$ cat src/rtl/mpr121_pkg.sv
`default_nettype none

package mpr121_pkg;

	localparam int BYTE_W       = 8; // one bus byte
	localparam int SLAVE_ADDR_W = 7; // 7-bit i2c addressing

	typedef logic [BYTE_W-1:0] byte_t;

	// mpr121 with ADDR tied to 3Vo
	localparam logic [SLAVE_ADDR_W-1:0] DEFAULT_SLAVE_ADDR = 7'h5B;

	// single bit slot commands, START with scl low gives a repeated start
	typedef enum logic [1:0] {
		BIT_START,
		BIT_STOP,
		BIT_WRITE,
		BIT_READ
	} bit_cmd_e;

	typedef enum logic [1:0] {
		BYTE_START_WRITE, // start slot then byte
		BYTE_WRITE,
		BYTE_READ_NACK,   // read byte, master answers nack
		BYTE_STOP         // stop slot only
	} byte_cmd_e;

	// register access sequencer
	typedef enum logic [3:0] {
		ST_IDLE,
		ST_ADDR_W,
		ST_REG_ADDR,
		ST_WR_DATA,
		ST_RESTART_R,
		ST_RD_DATA,
		ST_STOP,
		ST_GUARD,
		ST_DONE
	} access_state_e;

endpackage

`default_nettype wire

$ cat src/rtl/i2c_bit_engine.sv
`default_nettype none

module i2c_bit_engine #(
	parameter int P_PRESCALE = 125 // clk cycles per quarter scl period
) (
	input  wire logic                 i_CLK,
	input  wire logic                 i_RSTN,
	input  wire logic                 i_bit_start,
	input  wire mpr121_pkg::bit_cmd_e i_bit_cmd,
	input  wire logic                 i_tx_bit,
	output logic                      o_bit_done,
	output logic                      o_rx_bit,
	output logic                      o_scl_oe, // 1 = pull low
	output logic                      o_sda_oe,
	input  wire logic                 i_scl,
	input  wire logic                 i_sda
);

	localparam int CNT_W = (P_PRESCALE > 1) ? $clog2(P_PRESCALE) : 1;

	logic                 r_busy;
	mpr121_pkg::bit_cmd_e r_cmd;
	logic                 r_tx_bit;
	logic [1:0]           r_quarter;
	logic [CNT_W-1:0]     r_pre_cnt;

	logic                 w_quarter_end;
	logic                 w_start_now;
	mpr121_pkg::bit_cmd_e w_sel_cmd; // command for the quarter being entered
	logic [1:0]           w_sel_q;
	logic                 w_sel_tx;
	logic                 w_scl_lvl;
	logic                 w_sda_lvl;

	assign w_quarter_end = r_busy && (r_pre_cnt == CNT_W'(P_PRESCALE - 1));
	assign o_bit_done    = w_quarter_end && (r_quarter == 2'd3);
	assign w_start_now   = i_bit_start && (!r_busy || o_bit_done); // back to back ok

	assign w_sel_cmd = w_start_now ? i_bit_cmd : r_cmd;
	assign w_sel_q   = w_start_now ? 2'd0 : r_quarter + 2'd1;
	assign w_sel_tx  = w_start_now ? i_tx_bit : r_tx_bit;

	// line levels per quarter
	always_comb
	begin
		case (w_sel_cmd)
			mpr121_pkg::BIT_START:
			begin
				// scl: keep, 1, 1, 0   sda: 1, 1, 0, 0
				w_scl_lvl = (w_sel_q == 2'd0) ? i_scl : (w_sel_q != 2'd3);
				w_sda_lvl = ~w_sel_q[1];
			end
			mpr121_pkg::BIT_STOP:
			begin
				// scl: 0, 1, 1, 1   sda: 0, 0, 1, 1
				w_scl_lvl = (w_sel_q != 2'd0);
				w_sda_lvl = w_sel_q[1];
			end
			mpr121_pkg::BIT_WRITE:
			begin
				w_scl_lvl = w_sel_q[0] ^ w_sel_q[1]; // high in q1 and q2
				w_sda_lvl = w_sel_tx;
			end
			default:
			begin
				w_scl_lvl = w_sel_q[0] ^ w_sel_q[1];
				w_sda_lvl = 1'b1; // released for the slave
			end
		endcase
	end

	always_ff @(posedge i_CLK or negedge i_RSTN)
	begin
		if (!i_RSTN)
		begin
			r_busy    <= 1'b0;
			r_cmd     <= mpr121_pkg::BIT_STOP;
			r_tx_bit  <= 1'b1;
			r_quarter <= '0;
			r_pre_cnt <= '0;
			o_rx_bit  <= 1'b1;
			o_scl_oe  <= 1'b0; // bus released
			o_sda_oe  <= 1'b0;
		end
		else
		begin
			if (w_start_now)
			begin
				r_busy    <= 1'b1;
				r_cmd     <= i_bit_cmd;
				r_tx_bit  <= i_tx_bit;
				r_quarter <= '0;
				r_pre_cnt <= '0;
				o_scl_oe  <= ~w_scl_lvl;
				o_sda_oe  <= ~w_sda_lvl;
			end
			else if (o_bit_done)
				r_busy <= 1'b0; // lines hold last levels
			else if (w_quarter_end)
			begin
				r_quarter <= w_sel_q;
				r_pre_cnt <= '0;
				o_scl_oe  <= ~w_scl_lvl;
				o_sda_oe  <= ~w_sda_lvl;
			end
			else if (r_busy)
				r_pre_cnt <= r_pre_cnt + 1'b1;

			// mid scl high, end of q1
			if (w_quarter_end && (r_quarter == 2'd1))
				o_rx_bit <= i_sda;
		end
	end

endmodule

`default_nettype wire

$ cat config.mk
export PLATFORM = sky130hd
export DESIGN_NAME = i2c_bit_engine
export DESIGN_NICKNAME = d
export VERILOG_FILES = /design/src/rtl/mpr121_pkg.sv /design/src/rtl/i2c_bit_engine.sv
export SDC_FILE = /design/constraint.sdc
export NUM_CORES = 1
export LEC_CHECK = 0
export ABC_AREA = 1
export BUFFER_PORTS_ARGS = -buffer_cell sky130_fd_sc_hd__buf_2
export CAP_MARGIN = 20
export CORE_MARGIN = 5
export CORE_UTILIZATION = 35
export CTS_CLUSTER_SIZE = 10
export DETAILED_ROUTE_END_ITERATION = 8
export PLACE_DENSITY_LB_ADDON = 0.3
export SYNTH_ARGS = -nofsm -noshare
export SYNTH_HDL_FRONTEND = slang
export SYNTH_SLANG_ARGS = --single-unit
$ cat constraint.sdc
create_clock -name i_CLK -period 3.7 [get_ports i_CLK]
set_input_delay 0.74 -clock i_CLK [delete_from_list [all_inputs] [get_ports i_CLK]]
set_output_delay 0.74 -clock i_CLK [all_outputs]
set_load 0.01 [all_outputs]
==> results.json <==
{
  "synth_area_leaders": "dfrtp_1 (34%), nand2_1 (9.9%), dfstp_2 (8.3%)",
  "drive_gt1_share_pct": 26.0,
  "routed_wl_um": 1880,
  "grt_pass1_vias": 842,
  "synth_top_family_by_area": "simple AND/OR/NAND/NOR gates",
  "ys_warn_count": 0,
  "stdcell_area_sq_um": 1070,
  "clockBufferDepth": 2,
  "p_leak_nw": 0.541,
  "synth_compound_area_share_pct": 9.63,
  "first_iter_violations": 46,
  "path_class": "reg2out",
  "cts_tree": "done",
  "die_area_sq_um": 3850,
  "h-tree-depth": 1,
  "num_antenna_cells": 0,
  "vias": 772,
  "hold_path.class": "in2async",
  "cts.sinks": 16,
  "fin_ws_ns": 1.54,
  "synthesis.area_sq_um": 948,
  "final_cells": 157,
  "clk_latency_ns": 0.29,
  "cap_violations": 0,
  "min_period_ns": 2.16,
  "start_kind": "register",
  "hold_viol": 0,
  "drt_first_pass_iters": 4,
  "synth_top_area_share_pct": 34.3,
  "setup_tns_ns": 0,
  "ant_nets": 0,
  "hold_slack_ns": 0.353,
  "peakVddDrop_v": 0.000222,
  "overflow": 0,
  "pre_cts_ws_ns": 1.68,
  "ctsRootBufferMaster": "clkbuf_4",
  "synthSimpleGateAreaFrac_pct": 31.3,
  "fmax_mhz": 462,
  "cp-end-kind": "output port",
  "p_per_area_nw_per_um2": 267,
  "postSynthAreaPerCell_sq_um": 8.47,
  "yosysTopAreaCell": "dfrtp_1",
  "fp.dieW_um": 62.1,
  "core_area_sq_um": 2540,
  "finalNetCount": 141,
  "antenna_found_initial": 0,
  "post_cts_resized": 0,
  "synth.net_count": 125,
  "clock_skew_ns": 0.00162,
  "wl_per_cell_um": 12.0,
  "synth-adder-area-share_pct": 6.60,
  "grt_max_degree": 17,
  "crit_fanout": 4,
  "dieHeight_um": 62.1,
  "rows": 18,
  "path_clk_slew_ns": 0.10,
  "start_util_pct": 37.3,
  "finalCritPeriodShare_pct": 58.5,
  "placed_area_sq_um": 1040,
  "synthMuxAreaShare_pct": 1.19,
  "slew_violations": 0,
  "gp_congestion": 0.784,
  "hpwl_um": 1450,
  "power.total_uw": 285,
  "vias_per_cell": 4.92,
  "status": "finished clean",
  "netlist_instances": 112,
  "mostFrequentLayoutCells": "nand2_1 (25), inv_1 (17), dfrtp_1 (13), buf_2 (11), nand3_1 (9)",
  "io_pins": 12,
  "ys_types": 26,
  "placedCellCount": 153,
  "ys_ff_latch": 16,
  "grt_pass1_wl_um": 3390,
  "utilization_pct": 41.9,
  "final_common_cell": "nand2_1",
  "maxSlewHeadroom_pct": 75.0,
  "postCtsSetupBuffers": 0,
  "port_buffers": 11,
  "numCtsBuffers": 3,
  "tightest_slew_ns": 0.375,
  "area_delta_synth_final_pct": 12.5,
  "ys_seq_area_share_pct": 42.6,
  "cts.hold.buffers_added": 0,
  "required_ns": 2.96,
  "synth-xor-area-share_pct": 0.923,
  "grt_usage_pct": 11.9,
  "grt_setup_unrepaired": "false",
  "drc_errors": 0,
  "fill_cells": 261,
  "critical_path_arrival_ns": 1.42,
  "setup_violations": 0
}
## report_power, final
group / total (mW) / switching (mW) / internal [mW]
logic: 0.00987 / 0.00612 / 0.00375
clock network: 0.0989 / 0.0571 / 0.0419
registers: 0.176 / 0.000198 / 0.176
total: 0.285 / 0.0634 / 0.221
## critical path: stages (launching register included)
cell     delay [ns]
dfrtp_1        0.42
inv_1          0.09
ha_1           0.14
nand2_1        0.08
nor2_4         0.13
nand3_4        0.10
inv_1          0.07
buf_2          0.12
## sequential cells by signal, summed over array words and instances (netlist names)
name / flops
r_pre_cnt: 7
r_cmd: 2
r_quarter: 2
o_rx_bit: 1
o_scl_oe: 1
o_sda_oe: 1
r_busy: 1
r_tx_bit: 1
## path summary, 6_finish.rpt
check	to	depth (start not counted)	start	slack, ns
hold / removal	r_pre_cnt[1]	1	i_RSTN	0.35
max in group asynchronous	r_cmd[0]	1	i_RSTN	3.04
hold reg to reg	o_sda_oe	2	o_sda_oe	0.49
min in group i_CLK	o_sda_oe	2	o_sda_oe	0.49
setup reg to reg	o_scl_oe	16	r_pre_cnt[0]	1.70
setup / recovery	o_bit_done	7	r_pre_cnt[0]	1.54
## Yosys cell counts, drive strengths merged
master    n
ha        5
dfrtp    13
xor2      1
dfstp     3
inv      19
mux2      1
nand4     1
nor3      3
a22oi     1
o311ai    1
nand3b    2
nor2      8
nand3    10
a2bb2oi   1
o21ai     5
a21oi     6
nand2    32
## layer usage
layer | track usage (%) | share of wire (%)
met1 | 13.5 | 46
met2 | 21.2 | 50
met5 | 0 | 0
met3 | 4.55 | 3.8
met4 | 2.12 | 0
## kinds of logic (layout without fill, tap and decap cells)
group,after synthesis,count (layout)
simple gates,56,56
buf+inv,19,34
flops,16,16
compound gates,14,14
fa+ha+maj,5,5
xor+xnor,1,1
mux,1,1
## layout make-up
class / instances / area [sq um] / area share [%]
Tap cell: 30 / 37.5 / 3.52
Clock buffer: 4 / 26.3 / 2.46
Sequential cell: 16 / 404 / 37.9
Multi-Input combinational cell: 77 / 470 / 44.1
Inverter: 19 / 73.8 / 6.92
Timing Repair Buffer: 11 / 55.1 / 5.16
Power figures use the tool's default switching activity.
