### src/rtl/mpr121_pkg.sv
`default_nettype none

package mpr121_pkg;

	localparam int BYTE_W       = 8; // one bus byte
	localparam int SLAVE_ADDR_W = 7; // 7-bit i2c addressing

	typedef logic [BYTE_W-1:0] byte_t;

	// mpr121 with ADDR tied to 3Vo
	localparam logic [SLAVE_ADDR_W-1:0] DEFAULT_SLAVE_ADDR = 7'h5B;

	// single bit slot commands, START with scl low gives a repeated start
	typedef enum logic [1:0] {
		BIT_START,
		BIT_STOP,
		BIT_WRITE,
		BIT_READ
	} bit_cmd_e;

	typedef enum logic [1:0] {
		BYTE_START_WRITE, // start slot then byte
		BYTE_WRITE,
		BYTE_READ_NACK,   // read byte, master answers nack
		BYTE_STOP         // stop slot only
	} byte_cmd_e;

	// register access sequencer
	typedef enum logic [3:0] {
		ST_IDLE,
		ST_ADDR_W,
		ST_REG_ADDR,
		ST_WR_DATA,
		ST_RESTART_R,
		ST_RD_DATA,
		ST_STOP,
		ST_GUARD,
		ST_DONE
	} access_state_e;

endpackage

`default_nettype wire

### src/rtl/i2c_byte_engine.sv
`default_nettype none

module i2c_byte_engine (
	input  wire logic                  i_CLK,
	input  wire logic                  i_RSTN,
	input  wire logic                  i_byte_start,
	input  wire mpr121_pkg::byte_cmd_e i_byte_cmd,
	input  wire mpr121_pkg::byte_t     i_tx_byte,
	output logic                       o_byte_done,
	output mpr121_pkg::byte_t          o_rx_byte,
	output logic                       o_ack_ok,
	output logic                       o_bit_start,
	output mpr121_pkg::bit_cmd_e       o_bit_cmd,
	output logic                       o_tx_bit,
	input  wire logic                  i_bit_done,
	input  wire logic                  i_rx_bit
);

	typedef enum logic [2:0] {
		B_IDLE,
		B_START, // start slot in flight
		B_DATA,  // 8 data slots
		B_ACK,   // ninth slot
		B_STOP
	} byte_state_e;

	byte_state_e       r_state;
	logic              r_is_read;
	logic [2:0]        r_bit_cnt;
	mpr121_pkg::byte_t r_shift; // msb goes out first

	always_ff @(posedge i_CLK or negedge i_RSTN)
	begin
		if (!i_RSTN)
		begin
			r_state     <= B_IDLE;
			r_is_read   <= 1'b0;
			r_bit_cnt   <= '0;
			r_shift     <= '0;
			o_byte_done <= 1'b0;
			o_rx_byte   <= '0;
			o_ack_ok    <= 1'b0;
			o_bit_start <= 1'b0;
			o_bit_cmd   <= mpr121_pkg::BIT_STOP;
			o_tx_bit    <= 1'b1;
		end
		else
		begin
			o_byte_done <= 1'b0;
			o_bit_start <= 1'b0;
			case (r_state)
				B_IDLE:
				begin
					if (i_byte_start)
					begin
						r_shift     <= i_tx_byte;
						r_bit_cnt   <= '0;
						r_is_read   <= (i_byte_cmd == mpr121_pkg::BYTE_READ_NACK);
						o_bit_start <= 1'b1;
						o_tx_bit    <= i_tx_byte[7];
						case (i_byte_cmd)
							mpr121_pkg::BYTE_START_WRITE:
							begin
								o_bit_cmd <= mpr121_pkg::BIT_START;
								r_state   <= B_START;
							end
							mpr121_pkg::BYTE_WRITE:
							begin
								o_bit_cmd <= mpr121_pkg::BIT_WRITE;
								r_state   <= B_DATA;
							end
							mpr121_pkg::BYTE_READ_NACK:
							begin
								o_bit_cmd <= mpr121_pkg::BIT_READ; // sda released
								r_state   <= B_DATA;
							end
							default:
							begin
								o_bit_cmd <= mpr121_pkg::BIT_STOP;
								r_state   <= B_STOP;
							end
						endcase
					end
				end
				B_START:
				begin
					if (i_bit_done)
					begin
						o_bit_start <= 1'b1;
						o_bit_cmd   <= mpr121_pkg::BIT_WRITE;
						o_tx_bit    <= r_shift[7];
						r_state     <= B_DATA;
					end
				end
				B_DATA:
				begin
					if (i_bit_done)
					begin
						r_shift     <= {r_shift[6:0], i_rx_bit}; // shift in on reads
						o_bit_start <= 1'b1;
						if (r_bit_cnt == 3'd7)
						begin
							// ninth slot: read slave ack, or send our nack
							o_bit_cmd <= r_is_read ? mpr121_pkg::BIT_WRITE : mpr121_pkg::BIT_READ;
							o_tx_bit  <= 1'b1;
							r_state   <= B_ACK;
						end
						else
						begin
							o_bit_cmd <= r_is_read ? mpr121_pkg::BIT_READ : mpr121_pkg::BIT_WRITE;
							o_tx_bit  <= r_shift[6]; // next bit out
							r_bit_cnt <= r_bit_cnt + 1'b1;
						end
					end
				end
				B_ACK:
				begin
					if (i_bit_done)
					begin
						o_rx_byte   <= r_shift;
						o_ack_ok    <= r_is_read | ~i_rx_bit; // low sda = ack
						o_byte_done <= 1'b1;
						r_state     <= B_IDLE;
					end
				end
				B_STOP:
				begin
					if (i_bit_done)
					begin
						o_ack_ok    <= 1'b1;
						o_byte_done <= 1'b1;
						r_state     <= B_IDLE;
					end
				end
				default: r_state <= B_IDLE;
			endcase
		end
	end

endmodule

`default_nettype wire

### config.mk
export PLATFORM = sky130hd
export DESIGN_NAME = i2c_byte_engine
export DESIGN_NICKNAME = d
export VERILOG_FILES = /design/src/rtl/mpr121_pkg.sv /design/src/rtl/i2c_byte_engine.sv
export SDC_FILE = /design/constraint.sdc
export NUM_CORES = 1
export LEC_CHECK = 0
export BUFFER_PORTS_ARGS = -buffer_cell sky130_fd_sc_hd__buf_2
export CORE_AREA = 2 2 56 58
export CTS_CLUSTER_SIZE = 16
export DETAILED_ROUTE_END_ITERATION = 10
export DIE_AREA = 0 0 58 60
export PLACE_DENSITY = 0.81
export SLEW_MARGIN = 10
export SYNTH_ARGS = -nofsm -noshare
export SYNTH_HDL_FRONTEND = slang
export SYNTH_SLANG_ARGS = --single-unit
### constraint.sdc
create_clock -name i_CLK -period 1.9 [get_ports i_CLK]
set_input_delay 0.285 -clock i_CLK [delete_from_list [all_inputs] [get_ports i_CLK]]
set_output_delay 0.285 -clock i_CLK [all_outputs]
set_load 0.01 [all_outputs]
==> results_tabular.tex <==
\begin{tabular}{lr}
\hline
Metric & Value \\
\hline
\multicolumn{2}{l}{\textbf{Power}} \\
Combinational group share of total power & 0.388 \\
Sequential share of power & 0.410 \\
Maximum ir drop on the vdd rail & 918.6 uV \\
Internal Pwr Total & 1717 uW \\
Leakage power & 0.0008670 uW \\
Reported net switching power & 896.0 uW \\
Power per cell area & 1538 mW/mm2 \\
Clock share of power & 0.202 \\
Net Sw Frac & 0.3429 \\
\multicolumn{2}{l}{\textbf{Layout}} \\
Utilization after layout & 0.5853 \\
Combined flip-flop and latch cell area & 728.2 um2 \\
Net count of the finished layout & 176 \\
Number of filler cells placed in the layout & 248 \\
Layout Cell Area excl Fill & 0.001699 mm2 \\
Layout Area Growth over Synthesis & 16.77\% \\
Layout cells sized above 1 & 0.3758 \\
Area used by multi-input combinational logic & 671.9 um2 \\
Antenna cell count & 0 \\
\multicolumn{2}{l}{\textbf{Setup path}} \\
Kind of launch point of the worst setup path & flip-flop \\
Crit path buf inv count & 0 \\
Category of cells accounting for the largest share of critical-path delay & compound AO/OA/AOI/OAI gates \\
Critical path endpoint category & flip-flop \\
CP max-delay cell & sky130\_fd\_sc\_hd\_\_dfrtp\_1 \\
Delay of the slowest critical-path stage & 580 ps \\
Highest fanout seen on the critical path & 16 \\
Critical path cell sequence & and2b\_1, o21ai\_2, o21ai\_0 \\
Arrival time of data at the critical path endpoint & 1880 ps \\
Startpoint-to-endpoint class of the critical path & reg2reg \\
Critical Path RT & 2090 ps \\
\multicolumn{2}{l}{\textbf{Placement}} \\
Port Buffers & 28 \\
Detailed-placement wirelength estimate & 1978 um \\
GPL Wtd Cong & 0.9239 \\
Placed inst area & 0.001604 mm2 \\
\multicolumn{2}{l}{\textbf{Timing}} \\
Max Clock Freq & 0.5944 GHz \\
Max-slew violation count & 0 \\
Worst relative slew slack & 0.5743 \\
Post-Route Skew & 14.13 ps \\
Unrepaired setup endpoints after global routing & no \\
Crit share post-route & 0.8855 \\
Setup TNS & 0 ps \\
Min Tclk post-route & 1682 ps \\
Final hold vios & 0 \\
Final setup viols & 0 \\
Transition time at the pin with the least slew margin & 638.6 ps \\
\multicolumn{2}{l}{\textbf{Outcome}} \\
Outcome & finished clean \\
\multicolumn{2}{l}{\textbf{Clocking}} \\
Clock latency on the worst-skew pair & 340 ps \\
TritonCTS Sinks & 29 \\
TritonCTS Buffers & 5 \\
TritonCTS clock tree & done \\
Clock H-tree levels & 2 \\
Root buffer selected by CTS & sky130\_fd\_sc\_hd\_\_clkbuf\_4 \\
Clock transition at the registers of the reported paths & 100 ps \\
Maximum root-to-sink buffer count & 2 \\
\multicolumn{2}{l}{\textbf{Synth}} \\
Yosys top cell area share & 0.4643 \\
Post-synthesis cell area & 0.001455 mm2 \\
Most common flop cell mapped by yosys & sky130\_fd\_sc\_hd\_\_dfrtp\_1 \\
Unique masters post-synth & 38 \\
Cell type with the largest total area after synthesis & sky130\_fd\_sc\_hd\_\_dfrtp\_1 \\
Synthesis Warnings & 0 \\
Synth area leaders & sky130\_fd\_sc\_hd\_\_dfrtp\_1 46\%, sky130\_fd\_sc\_hd\_\_mux2\_2 7.7\%, sky130\_fd\_sc\_hd\_\_mux2i\_1 6.2\% \\
Flip-flop and latch count after synthesis & 29 \\
Mean Syn Cell Area & 11.74 um2 \\
Cell count after synthesis & 124 \\
Post-synth EDFFs & 0 \\
Net Count, Synth & 144 \\
Share of the yosys chip area belonging to registers & 0.5004 \\
Fraction of synthesis flops using an asynchronous set or reset pin & 1.000 \\
\multicolumn{2}{l}{\textbf{Routing}} \\
Vias per cell & 5.379 \\
Wire length after detailed routing & 2658 um \\
Post-detailed-route count of antenna-violating nets & 0 \\
Number of DRC violations after detailed routing & 0 \\
Iteration-0 DRC Markers & 8 \\
Per-cell routed wire length & 13.99 um \\
First-pass DRT Iterations & 4 \\
Via count & 1022 \\
\multicolumn{2}{l}{\textbf{Global routing}} \\
Overflow after GRT & 0 \\
Number of antenna violations at the first check in global routing & 0 \\
Via count of the first global-routing pass & 1072 \\
First-pass GRT wire length & 4747 um \\
Global router's overall resource usage & 0.1873 \\
Maximum number of pins on one net before global-route repair & 30 \\
\multicolumn{2}{l}{\textbf{Die}} \\
Overall die area & 0.003480 mm2 \\
Io pins & 29 \\
Starting utilization of the core area & 0.5013 \\
Std-Cell Core Area & 0.002903 mm2 \\
Overall die height & 60 um \\
FP Rows & 20 \\
Die X-Extent & 58 um \\
\multicolumn{2}{l}{\textbf{Flow run}} \\
Max\_cap viols & 0 \\
\multicolumn{2}{l}{\textbf{Hold path}} \\
Worst hold path class & in2reg \\
\hline
\end{tabular}
## logic make-up after synthesis
logic type,after synthesis,synth area share
AOI/OAI and AO/OA,24,0.1152
xor gates and xnor gates,3,0.01806
adders and majority gates,5,0.04299
buffers and inverters,9,0.03783
DFF,29,0.5004
muxes,21,0.1574
and+or+nand+nor,33,0.1281
## layout make-up
cell class | count | area share
multi-input cells | 86 | 0.3954
clock buffers | 7 | 0.03240
flip-flops and latches | 29 | 0.4286
well taps | 33 | 0.02430
repair buffers | 30 | 0.09278
clock inverters | 1 | 0.01767
inverters | 4 | 0.008837
## timing repair
action	4_1_cts	5_1_grt
hold buffers	1	0
endpoints found under the hold margin	27	0
buffers inserted	0	0
resized for setup	0	0
## stage by stage
stage          power, uW  instances  hold slack [ps]  worst slack (ps)
2_1_floorplan       1865        124           -10.59             497.1
3_3_place_gp        2056        181            335.0             344.9
3_5_place_dp        2120        181            344.5             216.5
4_1_cts             2654        190            222.9             195.4
5_1_grt             2828        190            249.7             7.313
6_report            2613        190            236.8             217.6
## state kept, by name, indices dropped and copies added, names as in the netlist
name / count
o_tx_bit: 1
o_byte_done: 1
r_shift: 8
r_state: 3
o_ack_ok: 1
r_bit_cnt: 3
r_is_read: 1
o_bit_start: 1
o_bit_cmd: 2
o_rx_byte: 8
## power by group through the flow
| stage | clock, uW | sequential [uW] | combinational, uW |
|---|---|---|---|
| 6_report | 528 | 1070 | 1010 |
| 3_3_place_gp | 0 | 1070 | 986 |
| 5_1_grt | 563 | 1120 | 1150 |
| 4_1_cts | 541 | 1080 | 1040 |
| 2_1_floorplan | 0 | 1080 | 785 |
| 3_5_place_dp | 0 | 1090 | 1030 |
## worst paths after layout
path / start / to / slack [ps] / cells after the start
worst min-delay path: i_tx_byte[2] / r_shift[2] / 240 / 3
max in group asynchronous: i_RSTN / r_state[0] / 980 / 2
worst min register to register: o_ack_ok / o_ack_ok / 490 / 1
worst max-delay path: r_state[1] / r_shift[3] / 220 / 3
min in group asynchronous: i_RSTN / o_byte_done / 500 / 2
worst max register to register: r_state[1] / r_shift[3] / 220 / 3
## synth_stat cells, types with 2 or more instances
cell type	instances
sky130_fd_sc_hd__xor2_1	2
sky130_fd_sc_hd__dfrtp_1	27
sky130_fd_sc_hd__ha_1	5
sky130_fd_sc_hd__nor2_1	5
sky130_fd_sc_hd__o21ai_1	3
sky130_fd_sc_hd__buf_2	2
sky130_fd_sc_hd__mux2i_1	9
sky130_fd_sc_hd__and2b_1	3
sky130_fd_sc_hd__buf_6	2
sky130_fd_sc_hd__inv_1	4
sky130_fd_sc_hd__a21oi_1	3
sky130_fd_sc_hd__mux2_2	10
sky130_fd_sc_hd__and2_4	2
sky130_fd_sc_hd__a22o_1	2
sky130_fd_sc_hd__o21ai_0	8
sky130_fd_sc_hd__dfstp_2	2
sky130_fd_sc_hd__nand2_1	13
sky130_fd_sc_hd__nand2b_1	2
## routing by layer
layer  global-route usage  vias up  share of wire  routed length [um]
met4              0.08638        0          0.021                  57
li1                     -      493              -                   -
met1               0.2084      494           0.45                1196
met3              0.06494        6          0.053                 142
met2               0.3231       29           0.47                1261
met5                    0        -              0                   0
## cell usage in the layout (no fill, tap or decap), drive strengths merged
cell type / synthesis / final
buf: 5 / 29
dfrtp: 27 / 27
nand2: 14 / 14
mux2: 12 / 12
o21ai: 12 / 12
mux2i: 9 / 9
nor2: 7 / 7
clkbuf: 0 / 7
ha: 5 / 5
inv: 4 / 4
and2b: 3 / 3
a21oi: 3 / 3
xor2: 2 / 2
a22o: 2 / 2
and2: 2 / 2
nand2b: 2 / 2
dfstp: 2 / 2
a22oi: 1 / 1
a21boi: 1 / 1
nor4: 1 / 1
o2bb2ai: 1 / 1
xnor2: 1 / 1
a221oi: 1 / 1
a211o: 1 / 1
nand3b: 1 / 1
nor4b: 1 / 1
o31ai: 1 / 1
nor2b: 1 / 1
nor3b: 1 / 1
o21a: 1 / 1
bufinv: 0 / 1
dlygate4sd3: 0 / 1
## worst reg2reg max path, cell delays in order, from the launching register on
cell,delay (ps)
sky130_fd_sc_hd__dfrtp_1,580
sky130_fd_sc_hd__and2b_1,300
sky130_fd_sc_hd__o21ai_2,470
sky130_fd_sc_hd__o21ai_0,190
Note: power is estimated with default switching activity, not from simulation.
