$ cat src/rtl/mpr121_pkg.sv
`default_nettype none

package mpr121_pkg;

	localparam int BYTE_W       = 8; // one bus byte
	localparam int SLAVE_ADDR_W = 7; // 7-bit i2c addressing

	typedef logic [BYTE_W-1:0] byte_t;

	// mpr121 with ADDR tied to 3Vo
	localparam logic [SLAVE_ADDR_W-1:0] DEFAULT_SLAVE_ADDR = 7'h5B;

	// single bit slot commands, START with scl low gives a repeated start
	typedef enum logic [1:0] {
		BIT_START,
		BIT_STOP,
		BIT_WRITE,
		BIT_READ
	} bit_cmd_e;

	typedef enum logic [1:0] {
		BYTE_START_WRITE, // start slot then byte
		BYTE_WRITE,
		BYTE_READ_NACK,   // read byte, master answers nack
		BYTE_STOP         // stop slot only
	} byte_cmd_e;

	// register access sequencer
	typedef enum logic [3:0] {
		ST_IDLE,
		ST_ADDR_W,
		ST_REG_ADDR,
		ST_WR_DATA,
		ST_RESTART_R,
		ST_RD_DATA,
		ST_STOP,
		ST_GUARD,
		ST_DONE
	} access_state_e;

endpackage

`default_nettype wire

$ cat src/rtl/mpr121_access_fsm.sv
`default_nettype none

module mpr121_access_fsm #(
	parameter int P_PRESCALE = 125,
	parameter logic [mpr121_pkg::SLAVE_ADDR_W-1:0] P_SLAVE_ADDR = mpr121_pkg::DEFAULT_SLAVE_ADDR
) (
	input  wire logic                  i_CLK,
	input  wire logic                  i_RSTN,
	input  wire mpr121_pkg::byte_t     i_reg_addr,
	input  wire mpr121_pkg::byte_t     i_wr_data,
	input  wire logic                  i_write_en,
	input  wire logic                  i_read_en,
	output mpr121_pkg::byte_t          o_rd_data,
	output logic                       o_busy,
	output logic                       o_fail,
	output logic                       o_byte_start, // one cycle strobe
	output mpr121_pkg::byte_cmd_e      o_byte_cmd,
	output mpr121_pkg::byte_t          o_tx_byte,
	input  wire logic                  i_byte_done,
	input  wire mpr121_pkg::byte_t     i_rx_byte,
	input  wire logic                  i_ack_ok
);

	// one full scl period after stop
	localparam int GUARD_CYC = 4 * P_PRESCALE;
	localparam int GUARD_W   = $clog2(GUARD_CYC);

	mpr121_pkg::access_state_e r_state;
	mpr121_pkg::byte_t         r_reg_addr; // latched request
	mpr121_pkg::byte_t         r_wr_data;
	logic                      r_is_read;
	logic [GUARD_W-1:0]        r_guard_cnt;
	logic                      w_nack; // slave missed ack on an addr or data byte

	always_comb
	begin
		w_nack = 1'b0;
		if (i_byte_done && !i_ack_ok)
		begin
			case (r_state)
				mpr121_pkg::ST_ADDR_W,
				mpr121_pkg::ST_REG_ADDR,
				mpr121_pkg::ST_WR_DATA,
				mpr121_pkg::ST_RESTART_R: w_nack = 1'b1;
				default:                  w_nack = 1'b0;
			endcase
		end
	end

	always_ff @(posedge i_CLK or negedge i_RSTN)
	begin
		if (!i_RSTN)
		begin
			r_state      <= mpr121_pkg::ST_IDLE;
			r_reg_addr   <= '0;
			r_wr_data    <= '0;
			r_is_read    <= 1'b0;
			r_guard_cnt  <= '0;
			o_rd_data    <= '0;
			o_busy       <= 1'b0;
			o_fail       <= 1'b0;
			o_byte_start <= 1'b0;
			o_byte_cmd   <= mpr121_pkg::BYTE_STOP;
			o_tx_byte    <= '0;
		end
		else
		begin
			o_byte_start <= 1'b0; // strobe
			if (w_nack)
			begin
				// abort, close the bus and flag it
				o_fail       <= 1'b1;
				o_byte_start <= 1'b1;
				o_byte_cmd   <= mpr121_pkg::BYTE_STOP;
				r_state      <= mpr121_pkg::ST_STOP;
			end
			else
			begin
				case (r_state)
					mpr121_pkg::ST_IDLE:
					begin
						if (i_write_en || i_read_en)
						begin
							r_reg_addr   <= i_reg_addr;
							r_wr_data    <= i_wr_data;
							r_is_read    <= !i_write_en; // write wins
							o_busy       <= 1'b1;
							o_byte_start <= 1'b1;
							o_byte_cmd   <= mpr121_pkg::BYTE_START_WRITE;
							o_tx_byte    <= {P_SLAVE_ADDR, 1'b0}; // addr + W
							r_state      <= mpr121_pkg::ST_ADDR_W;
						end
					end
					mpr121_pkg::ST_ADDR_W:
					begin
						if (i_byte_done)
						begin
							o_byte_start <= 1'b1;
							o_byte_cmd   <= mpr121_pkg::BYTE_WRITE;
							o_tx_byte    <= r_reg_addr;
							r_state      <= mpr121_pkg::ST_REG_ADDR;
						end
					end
					mpr121_pkg::ST_REG_ADDR:
					begin
						if (i_byte_done)
						begin
							o_byte_start <= 1'b1;
							if (r_is_read)
							begin
								o_byte_cmd <= mpr121_pkg::BYTE_START_WRITE; // repeated start
								o_tx_byte  <= {P_SLAVE_ADDR, 1'b1};        // addr + R
								r_state    <= mpr121_pkg::ST_RESTART_R;
							end
							else
							begin
								o_byte_cmd <= mpr121_pkg::BYTE_WRITE;
								o_tx_byte  <= r_wr_data;
								r_state    <= mpr121_pkg::ST_WR_DATA;
							end
						end
					end
					mpr121_pkg::ST_RESTART_R:
					begin
						if (i_byte_done)
						begin
							o_byte_start <= 1'b1;
							o_byte_cmd   <= mpr121_pkg::BYTE_READ_NACK; // single byte read
							r_state      <= mpr121_pkg::ST_RD_DATA;
						end
					end
					mpr121_pkg::ST_WR_DATA,
					mpr121_pkg::ST_RD_DATA:
					begin
						if (i_byte_done)
						begin
							if (r_state == mpr121_pkg::ST_RD_DATA)
								o_rd_data <= i_rx_byte;
							o_byte_start <= 1'b1;
							o_byte_cmd   <= mpr121_pkg::BYTE_STOP;
							r_state      <= mpr121_pkg::ST_STOP;
						end
					end
					mpr121_pkg::ST_STOP:
					begin
						if (i_byte_done)
						begin
							r_guard_cnt <= '0;
							r_state     <= mpr121_pkg::ST_GUARD;
						end
					end
					mpr121_pkg::ST_GUARD:
					begin
						// bus idle for one scl period before busy drops
						if (r_guard_cnt == GUARD_W'(GUARD_CYC - 1))
						begin
							o_busy  <= 1'b0;
							r_state <= mpr121_pkg::ST_DONE;
						end
						else
							r_guard_cnt <= r_guard_cnt + 1'b1;
					end
					mpr121_pkg::ST_DONE:
					begin
						// wait for host to drop its enable
						if (!i_write_en && !i_read_en)
						begin
							o_fail  <= 1'b0;
							r_state <= mpr121_pkg::ST_IDLE;
						end
					end
					default: r_state <= mpr121_pkg::ST_IDLE;
				endcase
			end
		end
	end

endmodule

`default_nettype wire

$ cat config.mk
export PLATFORM = sky130hd
export DESIGN_NAME = mpr121_access_fsm
export DESIGN_NICKNAME = d
export VERILOG_FILES = /design/src/rtl/mpr121_pkg.sv /design/src/rtl/mpr121_access_fsm.sv
export SDC_FILE = /design/constraint.sdc
export NUM_CORES = 1
export LEC_CHECK = 0
export BUFFER_PORTS_ARGS = -buffer_cell sky130_fd_sc_hd__buf_2
export CAP_MARGIN = 20
export CORE_ASPECT_RATIO = 0.9
export CORE_MARGIN = 10
export CORE_UTILIZATION = 57
export CTS_BUF_LIST = sky130_fd_sc_hd__clkbuf_8
export DETAILED_ROUTE_END_ITERATION = 10
export PLACE_DENSITY = 0.82
export RECOVER_POWER = 25
export SLEW_MARGIN = 10
export SYNTH_ARGS = -nofsm -noshare
export SYNTH_HDL_FRONTEND = slang
export SYNTH_SLANG_ARGS = --single-unit
$ cat constraint.sdc
create_clock -name i_CLK -period 2 [get_ports i_CLK]
set_input_delay 0.4 -clock i_CLK [delete_from_list [all_inputs] [get_ports i_CLK]]
set_output_delay 0.4 -clock i_CLK [all_outputs]
set_load 0.01 [all_outputs]
==> impl_metrics.json, run 1 <==
{
  "ys_types": 52,
  "clk_pin_slew_worst_paths_ns": 0.10,
  "skew_ns": 0.00567,
  "synth_seq_area_share_pct": 50.8,
  "dp_hpwl_mm": 4.13,
  "routed_wl_mm": 5.42,
  "row_count": 22,
  "slew_viol_final": 0,
  "pin_count": 51,
  "antenna_found_initial": 0,
  "synth_edf_count": 0,
  "syn_area_um2": 2520,
  "route.vias.total": 1862,
  "rsz0062_at_grt": "false",
  "drv_cap": 0,
  "syn-num-nets": 245,
  "avgViaCountPerCell": 5.57,
  "final_layout_size_suffix_gt1_share_pct": 38.3,
  "portBuffers": 50,
  "gp_congestion": 0.885,
  "dieArea_um2": 7480,
  "route.detailed.drc": 0,
  "clock.fmax_ghz": 0.542,
  "area_growth_pct": 17.1,
  "ys.flop_type": "dfrtp_1",
  "core-area_um2": 4180,
  "rr_startpoint": "r_state[1]$_DFFE_PN0P_",
  "die_h_um": 83.0,
  "fin_setup_tns_ns": 0,
  "grt_pass1_wl_mm": 9.46,
  "grt_max_degree": 33,
  "drt_pre_antenna_iters": 4,
  "clock_path_buffers": 2,
  "cp-end-kind": "flop",
  "nets": 304,
  "worst_ep_arrival_time_ns": 2.04,
  "cts_buffers": 5,
  "ys_warn_count": 0,
  "power_w": 0.00421,
  "status": "completed",
  "synth.most_common_cell": "dfrtp_1",
  "cp_max_fo": 14,
  "grt_pass1_vias": 1930,
  "final_antenna_net_count": 0,
  "diodes": 0,
  "initial_core_util_pct": 60.2,
  "clk_latency_ns": 0.31,
  "post-cts-setup-buffers": 0,
  "crit_required_ns": 2.19,
  "r2r_setup_slack_ns": 0.15,
  "netlist_instances": 214,
  "synth_top_area_share_pct": 48.7,
  "die_w_um": 90.1,
  "cts_root_buffer": "clkbuf_8",
  "period_needed_ns": 1.85,
  "grt-ovfl-total": 0,
  "period_share_pct": 92.3,
  "rr_endpoint": "o_tx_byte[3]$_DFFE_PN0P_",
  "r2r_cells": 4,
  "crit_path_top_delay_cell": "dfrtp_1",
  "clkSinkCount": 51,
  "crit_path_cell_trace": "or3_4 > nand4b_2 > nand3_4 > mux2_1",
  "power_density_nw_per_um2": 1430,
  "cp_slowest_stage_delay_ns": 0.55,
  "relSlewSlack_pct": 29.7,
  "ir_worst_vdd_uv": 927,
  "synth_area_leaders": "dfrtp_1 49%, mux2_2 6.3%, mux2_1 5.8%",
  "n_fill_cell": 335,
  "ys_top_cells_by_count": "49 x dfrtp_1, 19 x nand2_1, 14 x mux2_2, 13 x mux2_1, 10 x nor2_1",
  "setup_viol": 0,
  "synth_seq_cells": 51,
  "synth_largest_area_cell": "dfrtp_1",
  "cts_tree": "done",
  "critPathLaunchType": "flop",
  "hold_violations": 0,
  "worst_pin_slew_ns": 1.05,
  "hp-class": "in2async",
  "ys_async_sr_fraction_pct": 100,
  "htreeDepth": 2,
  "syn_avg_cell_area_um2": 11.8,
  "drt_iter0_drc": 120,
  "grt_util_all_layers_pct": 15.1,
  "wire_per_inst_um": 16.2,
  "crit_type": "reg2reg",
  "cellLeakagePower_nw": 1.31
}
-- metrics by stage --
| stage | hold WS [ns] | cell area, µm² | setup WS [ns] | std cells | utilization [%] |
|---|---|---|---|---|---|
| 3_5_place_dp | 0.380 | 2870 | 0.109 | 326 | 68.6 |
| 5_1_grt | 0.295 | 2950 | 0.0149 | 334 | 70.5 |
| 4_1_cts | 0.0385 | 2960 | 0.0948 | 334 | 70.7 |
| 2_1_floorplan | 0.104 | 2520 | 0.339 | 214 | - |
| 3_3_place_gp | 0.383 | 2870 | 0.158 | 326 | 68.6 |
| 6_report | 0.253 | 2950 | 0.154 | 334 | 70.5 |
-- metal layers --
metal  wire [µm]  vias up  GRT usage [%]
met2        2430       68           21.8
met1        2410      891           20.1
met3         506        7           5.85
met5           0        -              0
li1            -      896              -
met4          69        0           5.03
-- worst max path at each step --
| stage | startpoint | to | slack [ns] | cells after the start |
|---|---|---|---|---|
| after floorplan | r_guard_cnt[0]$_DFFE_PN0P_ | r_state[2]$_DFFE_PN0P_ | 0.34 | 5 |
| after global placement | r_state[1]$_DFFE_PN0P_ | r_wr_data[5]$_DFFE_PN0P_ | 0.16 | 3 |
| after detailed placement | r_state[1]$_DFFE_PN0P_ | r_wr_data[5]$_DFFE_PN0P_ | 0.11 | 3 |
| after CTS | r_state[0]$_DFFE_PN0P_ | o_tx_byte[0]$_DFFE_PN0P_ | 0.09 | 5 |
| after global routing | r_state[3]$_DFFE_PN0P_ | o_tx_byte[0]$_DFFE_PN0P_ | 0.01 | 4 |
| final | r_state[1]$_DFFE_PN0P_ | o_tx_byte[3]$_DFFE_PN0P_ | 0.15 | 4 |
-- layout make-up --
cell class	instances	area, µm²	area share [%]
clock inverters	3	20.0	0.679
multi-input cells	151	1170	39.8
well taps	60	75.1	2.55
clock buffers	5	68.8	2.33
inverters	5	18.8	0.636
flip-flops and latches	51	1280	43.4
repair buffers	59	314	10.6
-- kinds of logic (layout without fill, tap and decap cells) --
logic type / count (synthesis) / after routing / synth area share (%)
mux: 35 / 35 / 16.7
flops: 51 / 51 / 50.8
xor+xnor: 4 / 4 / 1.39
simple gates: 73 / 73 / 17.1
compound gates: 38 / 38 / 10.7
buf+inv: 12 / 72 / 2.83
fa+ha+maj: 1 / 1 / 0.497
-- cells in the final DEF (no fill, tap or decap), types with 2 or more instances in the layout --
| master | n |
|---|---|
| nand2b_1 | 4 |
| o32ai_1 | 5 |
| nor3_1 | 3 |
| buf_4 | 8 |
| nor4_1 | 4 |
| nor2b_1 | 5 |
| clkbuf_8 | 5 |
| dfstp_2 | 2 |
| o21ai_0 | 8 |
| mux2_1 | 13 |
| nand3_1 | 8 |
| nor2_1 | 10 |
| o21a_1 | 2 |
| o31ai_1 | 3 |
| inv_2 | 2 |
| mux2_4 | 7 |
| nand2_1 | 19 |
| mux2_2 | 14 |
| nor3b_1 | 2 |
| a21oi_1 | 6 |
| o21ai_1 | 3 |
| nand4_1 | 2 |
| dfrtp_1 | 48 |
| inv_1 | 4 |
| or2_2 | 3 |
| buf_2 | 49 |
| a31oi_1 | 2 |
| xnor2_1 | 4 |
-- repair_timing --
item	in CTS	in global routing
setup endpoints to repair	0	9
hold buffers	0	0
resized for setup	0	2
-- power breakdown --
part	switching (W)	total (W)	leakage (nW)	internal (W)
clock	0.000349	0.000596	0.0460	0.000247
combinational	0.000867	0.00178	0.657	0.000910
sequential	0.000368	0.00184	0.607	0.00147
-- sequential cells by signal, indices dropped and copies added, names as in the netlist --
register / count
o_byte_start: 1
o_byte_cmd: 2
r_guard_cnt: 9
r_is_read: 1
o_fail: 1
r_state: 4
o_busy: 1
r_reg_addr: 8
r_wr_data: 8
o_tx_byte: 8
o_rd_data: 8
-- critical path: cells and delay by family, from the launching register on --
family / cells / cell delay [ns]
multiplexers: 1 / 0.35
flip-flops: 1 / 0.55
AND/OR/NAND/NOR: 3 / 0.82
(Power assumes the default switching activity.)
==> run 2, diff against run 1 <==
MAX_ROUTING_LAYER = met4   (was unset)
==> run 2 against run 1 <==
Power increased by 0.24%. Count of clock-buffer cells in the layout is the same. Combinational power about the same. Maximum frequency shrank 1.0%. First-iteration DRC count is 4.2% lower. Worst setup slack got worse by 0.019 ns. Final cell count is the same. Flip-flop and latch count unchanged. Worst hold slack gained 0.0034 ns. Wire length is 1.6% higher. Critical endpoint unchanged. Largest cell class unchanged. Highest routed layer unchanged.
==> impl_metrics.json, run 2 (same netlist as run 1, synthesis figures left out) <==
{
  "drv_cap": 0,
  "combPwrFrac_pct": 42.3,
  "period_share_pct": 93.3,
  "grt-ovfl-total": 0,
  "portBuffers": 50,
  "final_layout_size_suffix_gt1_share_pct": 38.3,
  "gp_congestion": 0.900,
  "cellLeakagePower_nw": 1.31,
  "diodes": 0,
  "route.detailed.drc": 0,
  "cp-end-kind": "flop",
  "post-cts-setup-buffers": 0,
  "crit_required_ns": 2.19,
  "clkSinkCount": 51,
  "core-area_um2": 4180,
  "drt_iter0_drc": 115,
  "final_antenna_net_count": 0,
  "rr_startpoint": "r_state[2]$_DFFE_PN0P_",
  "power_w": 0.00422,
  "regMostFlops": "r_guard_cnt",
  "initial_core_util_pct": 60.2,
  "crit_type": "reg2reg",
  "cts_root_buffer": "clkbuf_8",
  "clock.fmax_ghz": 0.536,
  "cp_max_fo": 15,
  "power.share.switching_pct": 37.8,
  "r2r_setup_slack_ns": 0.13,
  "status": "completed",
  "avgViaCountPerCell": 5.56,
  "die_h_um": 83.0,
  "r2r_cells": 4,
  "cts_tree": "done",
  "grt_pass1_vias": 1930,
  "drt_pre_antenna_iters": 4,
  "route.vias.total": 1857,
  "htreeDepth": 2,
  "clock_power_share_pct": 14.1,
  "switchingPower_w": 0.00159,
  "worst_pin_slew_ns": 1.07,
  "cts_buffers": 5,
  "clk_pin_slew_worst_paths_ns": 0.10,
  "hold_violations": 0,
  "routed_wl_mm": 5.50,
  "grt_util_all_layers_pct": 15.5,
  "worst_ep_arrival_time_ns": 2.06,
  "die_w_um": 90.1,
  "layout_commonest_cell": "buf_2",
  "fin_setup_tns_ns": 0,
  "critPathLaunchType": "flop",
  "crit_path_cell_trace": "or3_4 > nand4b_2 > nand3_4 > mux2_1",
  "hp-class": "in2async",
  "wire_per_inst_um": 16.5,
  "clock_path_buffers": 2,
  "row_count": 22,
  "rr_endpoint": "o_tx_byte[3]$_DFFE_PN0P_",
  "ir_worst_vdd_uv": 931,
  "crit_path_top_delay_cell": "dfrtp_1",
  "largest_register_ffs": 9,
  "period_needed_ns": 1.87,
  "dieArea_um2": 7480,
  "rsz0062_at_grt": "false",
  "slew_viol_final": 0,
  "relSlewSlack_pct": 28.8,
  "dp_hpwl_mm": 4.13,
  "power_density_nw_per_um2": 1430,
  "p_int_w": 0.00263,
  "grt_pass1_wl_mm": 9.48,
  "clk_latency_ns": 0.31,
  "mostFrequentLayoutCells": "49 x buf_2, 48 x dfrtp_1, 19 x nand2_1",
  "grt_max_degree": 33,
  "setup_viol": 0,
  "nets": 304,
  "seq_power_share_pct": 43.6,
  "antenna_found_initial": 0,
  "skew_ns": 0.00749,
  "pin_count": 51,
  "area_growth_pct": 17.1,
  "cp_slowest_stage_delay_ns": 0.67
}
-- run 2: cell counts in the layout (fill, tap and decap cells not counted) --
Identical to the previous run, type by type.
-- run 2: stage by stage --
stage | cells | hold slack (ns) | utilization (%) | setup WS, ns | instance area, µm²
floorplan | 214 | 0.104 | - | 0.339 | 2520
global placement | 326 | 0.383 | 68.6 | 0.158 | 2870
detailed placement | 326 | 0.380 | 68.6 | 0.109 | 2870
CTS | 334 | 0.0385 | 70.7 | 0.0948 | 2960
global route | 334 | 0.293 | 70.5 | 0.0149 | 2950
finish | 334 | 0.256 | 70.5 | 0.134 | 2950
-- run 2: critical path: cells and delay by family (launching register included) --
family | cells | cell delay, ns
mux | 1 | 0.34
simple gates | 3 | 0.73
flops | 1 | 0.67
-- run 2: layout make-up --
| cell class | count | area (µm²) |
|---|---|---|
| clock buffer | 5 | 68.8 |
| clock inverter | 3 | 20.0 |
| fill | 335 | 1230 |
| inverter | 5 | 18.8 |
| multi-input combinational | 151 | 1170 |
| sequential | 51 | 1280 |
| tap | 60 | 75.1 |
| timing repair buffer | 59 | 314 |
-- run 2: repair_timing --
item | CTS | global route
resized for setup | 0 | 2
endpoints found under the setup margin | 0 | 9
hold buffers | 0 | 0
-- run 2: power by group through the flow --
| stage | Combinational, W | Sequential (W) | Clock [W] |
|---|---|---|---|
| after detailed placement | 0.00180 | 0.00185 | 0 |
| after floorplan | 0.00126 | 0.00179 | 0 |
| after global placement | 0.00174 | 0.00182 | 0 |
| final | 0.00179 | 0.00184 | 0.000596 |
| after global routing | 0.00198 | 0.00191 | 0.000662 |
| after CTS | 0.00180 | 0.00183 | 0.000609 |
-- run 2: how the worst max path moves through the flow --
| stage | startpoint | end | slack (ns) | depth (start not counted) |
|---|---|---|---|---|
| after detailed placement | r_state[1]$_DFFE_PN0P_ | r_wr_data[5]$_DFFE_PN0P_ | 0.11 | 3 |
| after floorplan | r_guard_cnt[0]$_DFFE_PN0P_ | r_state[2]$_DFFE_PN0P_ | 0.34 | 5 |
| final | r_state[2]$_DFFE_PN0P_ | o_tx_byte[3]$_DFFE_PN0P_ | 0.13 | 4 |
| after global routing | r_state[3]$_DFFE_PN0P_ | o_tx_byte[0]$_DFFE_PN0P_ | 0.01 | 4 |
| after global placement | r_state[1]$_DFFE_PN0P_ | r_wr_data[5]$_DFFE_PN0P_ | 0.16 | 3 |
| after CTS | r_state[0]$_DFFE_PN0P_ | o_tx_byte[0]$_DFFE_PN0P_ | 0.09 | 5 |
-- run 2: metal layers --
metal  GRT usage (%)  wire length, µm  vias to the layer above  part of all wire, %
met2            21.9             2480                       57                   45
met3            5.04              350                        7                  6.4
met1            20.6             2610                      900                   47
li1                -                -                      893                    -
met5               -                0                        -                    0
met4            5.03               65                        0                  1.2
==> run 3, diff against run 2 <==
ABC_AREA = 1   (was unset)
CORE_ASPECT_RATIO = unset   (was 0.9)
==> run 3 against run 2 <==
Combinational power rose by 13%. Die area increased by 2.1%. Sequential share of layout area is 0.75 points lower. Clock skew is 0.0013 ns lower. Via count increased by 21%. Critical path type unchanged. Critical endpoint is now r_state[0]$_DFFE_PN0P_. Largest power group is now combinational cells. Highest routed layer unchanged.
==> impl_metrics.json, run 3 <==
{
  "status": "completed",
  "worst-path-buf-inv": 1,
  "rr_startpoint": "r_guard_cnt[0]$_DFFE_PN0P_",
  "nets": 409,
  "gp_congestion": 1.02,
  "final_layout_size_suffix_gt1_share_pct": 21.9,
  "skew_ns": 0.00617,
  "p_int_w": 0.00249,
  "cp-end-kind": "flop",
  "post-route-util_pct": 68.4,
  "synth_largest_area_cell": "dfrtp_1",
  "crit_family": "simple AND/OR/NAND/NOR gates",
  "netlist_instances": 324,
  "drt_pre_antenna_iters": 5,
  "postCtsResizedCells": 0,
  "synthXorXnorAreaFrac_pct": 1.35,
  "hp-class": "in2reg",
  "period_share_pct": 85.7,
  "clkSinkCount": 51,
  "hold_violations": 0,
  "clock_path_buffers": 2,
  "synth_seq_cells": 51,
  "cellLeakagePower_nw": 1.66,
  "cts_buffers": 5,
  "synth_top_family_by_area": "simple AND/OR/NAND/NOR gates",
  "avgViaCountPerCell": 5.20,
  "syn-num-nets": 355,
  "drv_cap": 0,
  "mostFrequentLayoutCells": "125 x nand2_1, 49 x buf_2, 49 x dfrtp_1",
  "power.share.switching_pct": 42.6,
  "core-area_um2": 4380,
  "syn_avg_cell_area_um2": 7.98,
  "cp_slowest_stage_delay_ns": 0.42,
  "regMostFlops": "r_guard_cnt",
  "cts_tree": "done",
  "die_w_um": 87.4,
  "power_w": 0.00433,
  "n_fill_cell": 382,
  "dp_hpwl_mm": 4.55,
  "htreeDepth": 2,
  "grt_max_degree": 27,
  "worst_pin_slew_ns": 1.45,
  "cts_root_buffer": "clkbuf_8",
  "diodes": 0,
  "synthAdderAreaFrac_pct": 0.484,
  "relSlewSlack_pct": 3.04,
  "route.vias.total": 2243,
  "crit_path_cell_trace": "ha_1 > inv_1 > nor2_1 > nand3_1 > nand2_1 > nand3_1 > nor2_1 > nand2_1 > nand2_1",
  "switchingPower_w": 0.00185,
  "clock_power_share_pct": 14.6,
  "synth_seq_area_share_pct": 49.4,
  "hold_buffers": 0,
  "critPathLaunchType": "flop",
  "pin_count": 51,
  "yosys.area_share.simple_pct": 33.9,
  "syn_area_um2": 2590,
  "drt_iter0_drc": 196,
  "cp_max_fo": 4,
  "post-place-cells": 423,
  "clk_pin_slew_worst_paths_ns": 0.09,
  "grt_pass1_vias": 2239,
  "rsz0062_at_grt": "false",
  "dieArea_um2": 7630,
  "largest_register_ffs": 9,
  "synth.most_common_cell": "nand2_1",
  "ys.flop_type": "dfrtp_1",
  "synth_area_leaders": "dfrtp_1 47%, nand2_1 18%, nand3_1 5.2%",
  "final_antenna_net_count": 0,
  "row_count": 24,
  "grt-ovfl-total": 0,
  "hold_path_startpoint": "i_reg_addr[3]",
  "clock.fmax_ghz": 0.583,
  "combPwrFrac_pct": 46.6,
  "area_growth_pct": 15.9,
  "power_density_nw_per_um2": 1450,
  "path_common_cell": "nand2_1",
  "die_h_um": 87.4,
  "crit_type": "reg2reg",
  "clk_latency_ns": 0.30,
  "portBuffers": 50,
  "crit_required_ns": 2.24,
  "ys_async_sr_fraction_pct": 100,
  "initial_core_util_pct": 59.0,
  "synthMuxAreaShare_pct": 3.48,
  "cp-startpoint": "r_guard_cnt[0]$_DFFE_PN0P_",
  "seq_power_share_pct": 38.8,
  "ir_worst_vdd_uv": 770,
  "worst_ep_arrival_time_ns": 1.96,
  "layout.cells.non_filler": 431,
  "ys_top_cells_by_count": "125 x nand2_1, 49 x dfrtp_1, 30 x inv_1, 29 x nor2_1, 27 x nand3_1",
  "antenna_found_initial": 0,
  "fin_setup_tns_ns": 0,
  "routed_wl_mm": 5.85,
  "synth_top_area_share_pct": 47.4,
  "grt_util_all_layers_pct": 16.9,
  "synth-compound-area-share_pct": 5.71,
  "route.detailed.drc": 0,
  "crit_path_top_delay_cell": "dfrtp_1",
  "period_needed_ns": 1.71,
  "slew_viol_final": 0,
  "wire_per_inst_um": 13.6,
  "grt_pass1_wl_mm": 10.3,
  "ys_warn_count": 0,
  "post-cts-setup-buffers": 0,
  "layout_commonest_cell": "nand2_1",
  "setup_viol": 0,
  "synth_edf_count": 0,
  "ys_types": 27
}
-- run 3: cell count changes in the layout (fill, tap and decap cells not counted), sizes merged, moves of 5 or more --
cell / before / now
nor4: 5 / 0
nor2: 11 / 34
nand2: 20 / 131
mux2: 34 / 8
inv: 7 / 32
a21oi: 6 / 0
o22ai: 0 / 5
nor2b: 5 / 0
buf: 57 / 51
nand3: 9 / 29
o32ai: 5 / 0
-- run 3: layer usage --
layer	GRT usage (%)	up-vias	part of all wire [%]
met3	3.75	12	4.5
met4	5.36	0	1.7
met5	-	-	0
li1	-	1134	-
met1	21.2	1025	45
met2	26.5	72	49
-- run 3: worst reg2reg max path, stage by stage (launching register included) --
cell,delay (ns)
dfrtp_1,0.42
ha_1,0.22
inv_1,0.05
nor2_1,0.13
nand3_1,0.11
nand2_1,0.11
nand3_1,0.18
nor2_1,0.25
nand2_1,0.10
nand2_1,0.07
-- run 3: worst paths after layout --
| path | endpoint | slack [ns] | cells after the start |
|---|---|---|---|
| hold reg to reg | r_wr_data[0]$_DFFE_PN0P_ | 0.48 | 2 |
| min in group asynchronous | r_reg_addr[0]$_DFFE_PN0P_ | 0.43 | 1 |
| setup reg to reg | r_state[0]$_DFFE_PN0P_ | 0.29 | 9 |
| max in group asynchronous | o_rd_data[3]$_DFFE_PN0P_ | 0.72 | 1 |
| setup / recovery | r_state[0]$_DFFE_PN0P_ | 0.29 | 9 |
| hold / removal | r_reg_addr[3]$_DFFE_PN0P_ | 0.29 | 3 |
-- run 3: kinds of logic (layout without fill, tap and decap cells) --
group	count (synthesis)	in the layout
AOI/OAI and AO/OA	24	24
xor gates and xnor gates	4	4
adders and majority gates	1	1
muxes	8	8
buffers and inverters	36	91
and+or+nand+nor	200	200
DFF	51	51
-- run 3: through the flow --
stage	setup WS, ns	hold slack, ns	area [µm²]
finish	0.286	0.293	3000
global route	0.143	0.297	3000
CTS	0.314	0.112	3000
detailed placement	0.369	0.441	2900
global placement	0.384	0.431	2900
floorplan	0.605	0.104	2590
-- run 3: power by group through the flow --
stage | Clock (W) | Sequential [W] | Combinational, W
4_1_cts | 0.000648 | 0.00168 | 0.00204
3_5_place_dp | 0 | 0.00170 | 0.00202
3_3_place_gp | 0 | 0.00168 | 0.00196
2_1_floorplan | 0 | 0.00173 | 0.00144
5_1_grt | 0.000699 | 0.00173 | 0.00230
6_report | 0.000631 | 0.00168 | 0.00202
-- run 3: final cells by class --
cell class	count	area [µm²]	share of cell area, %
Multi-Input combinational cell	237	1160	38.7
Sequential cell	51	1280	42.7
Tap cell	52	65.1	2.17
Clock inverter	1	3.75	0.125
Timing Repair Buffer	52	277	9.22
Inverter	31	116	3.88
Clock buffer	7	96.3	3.21
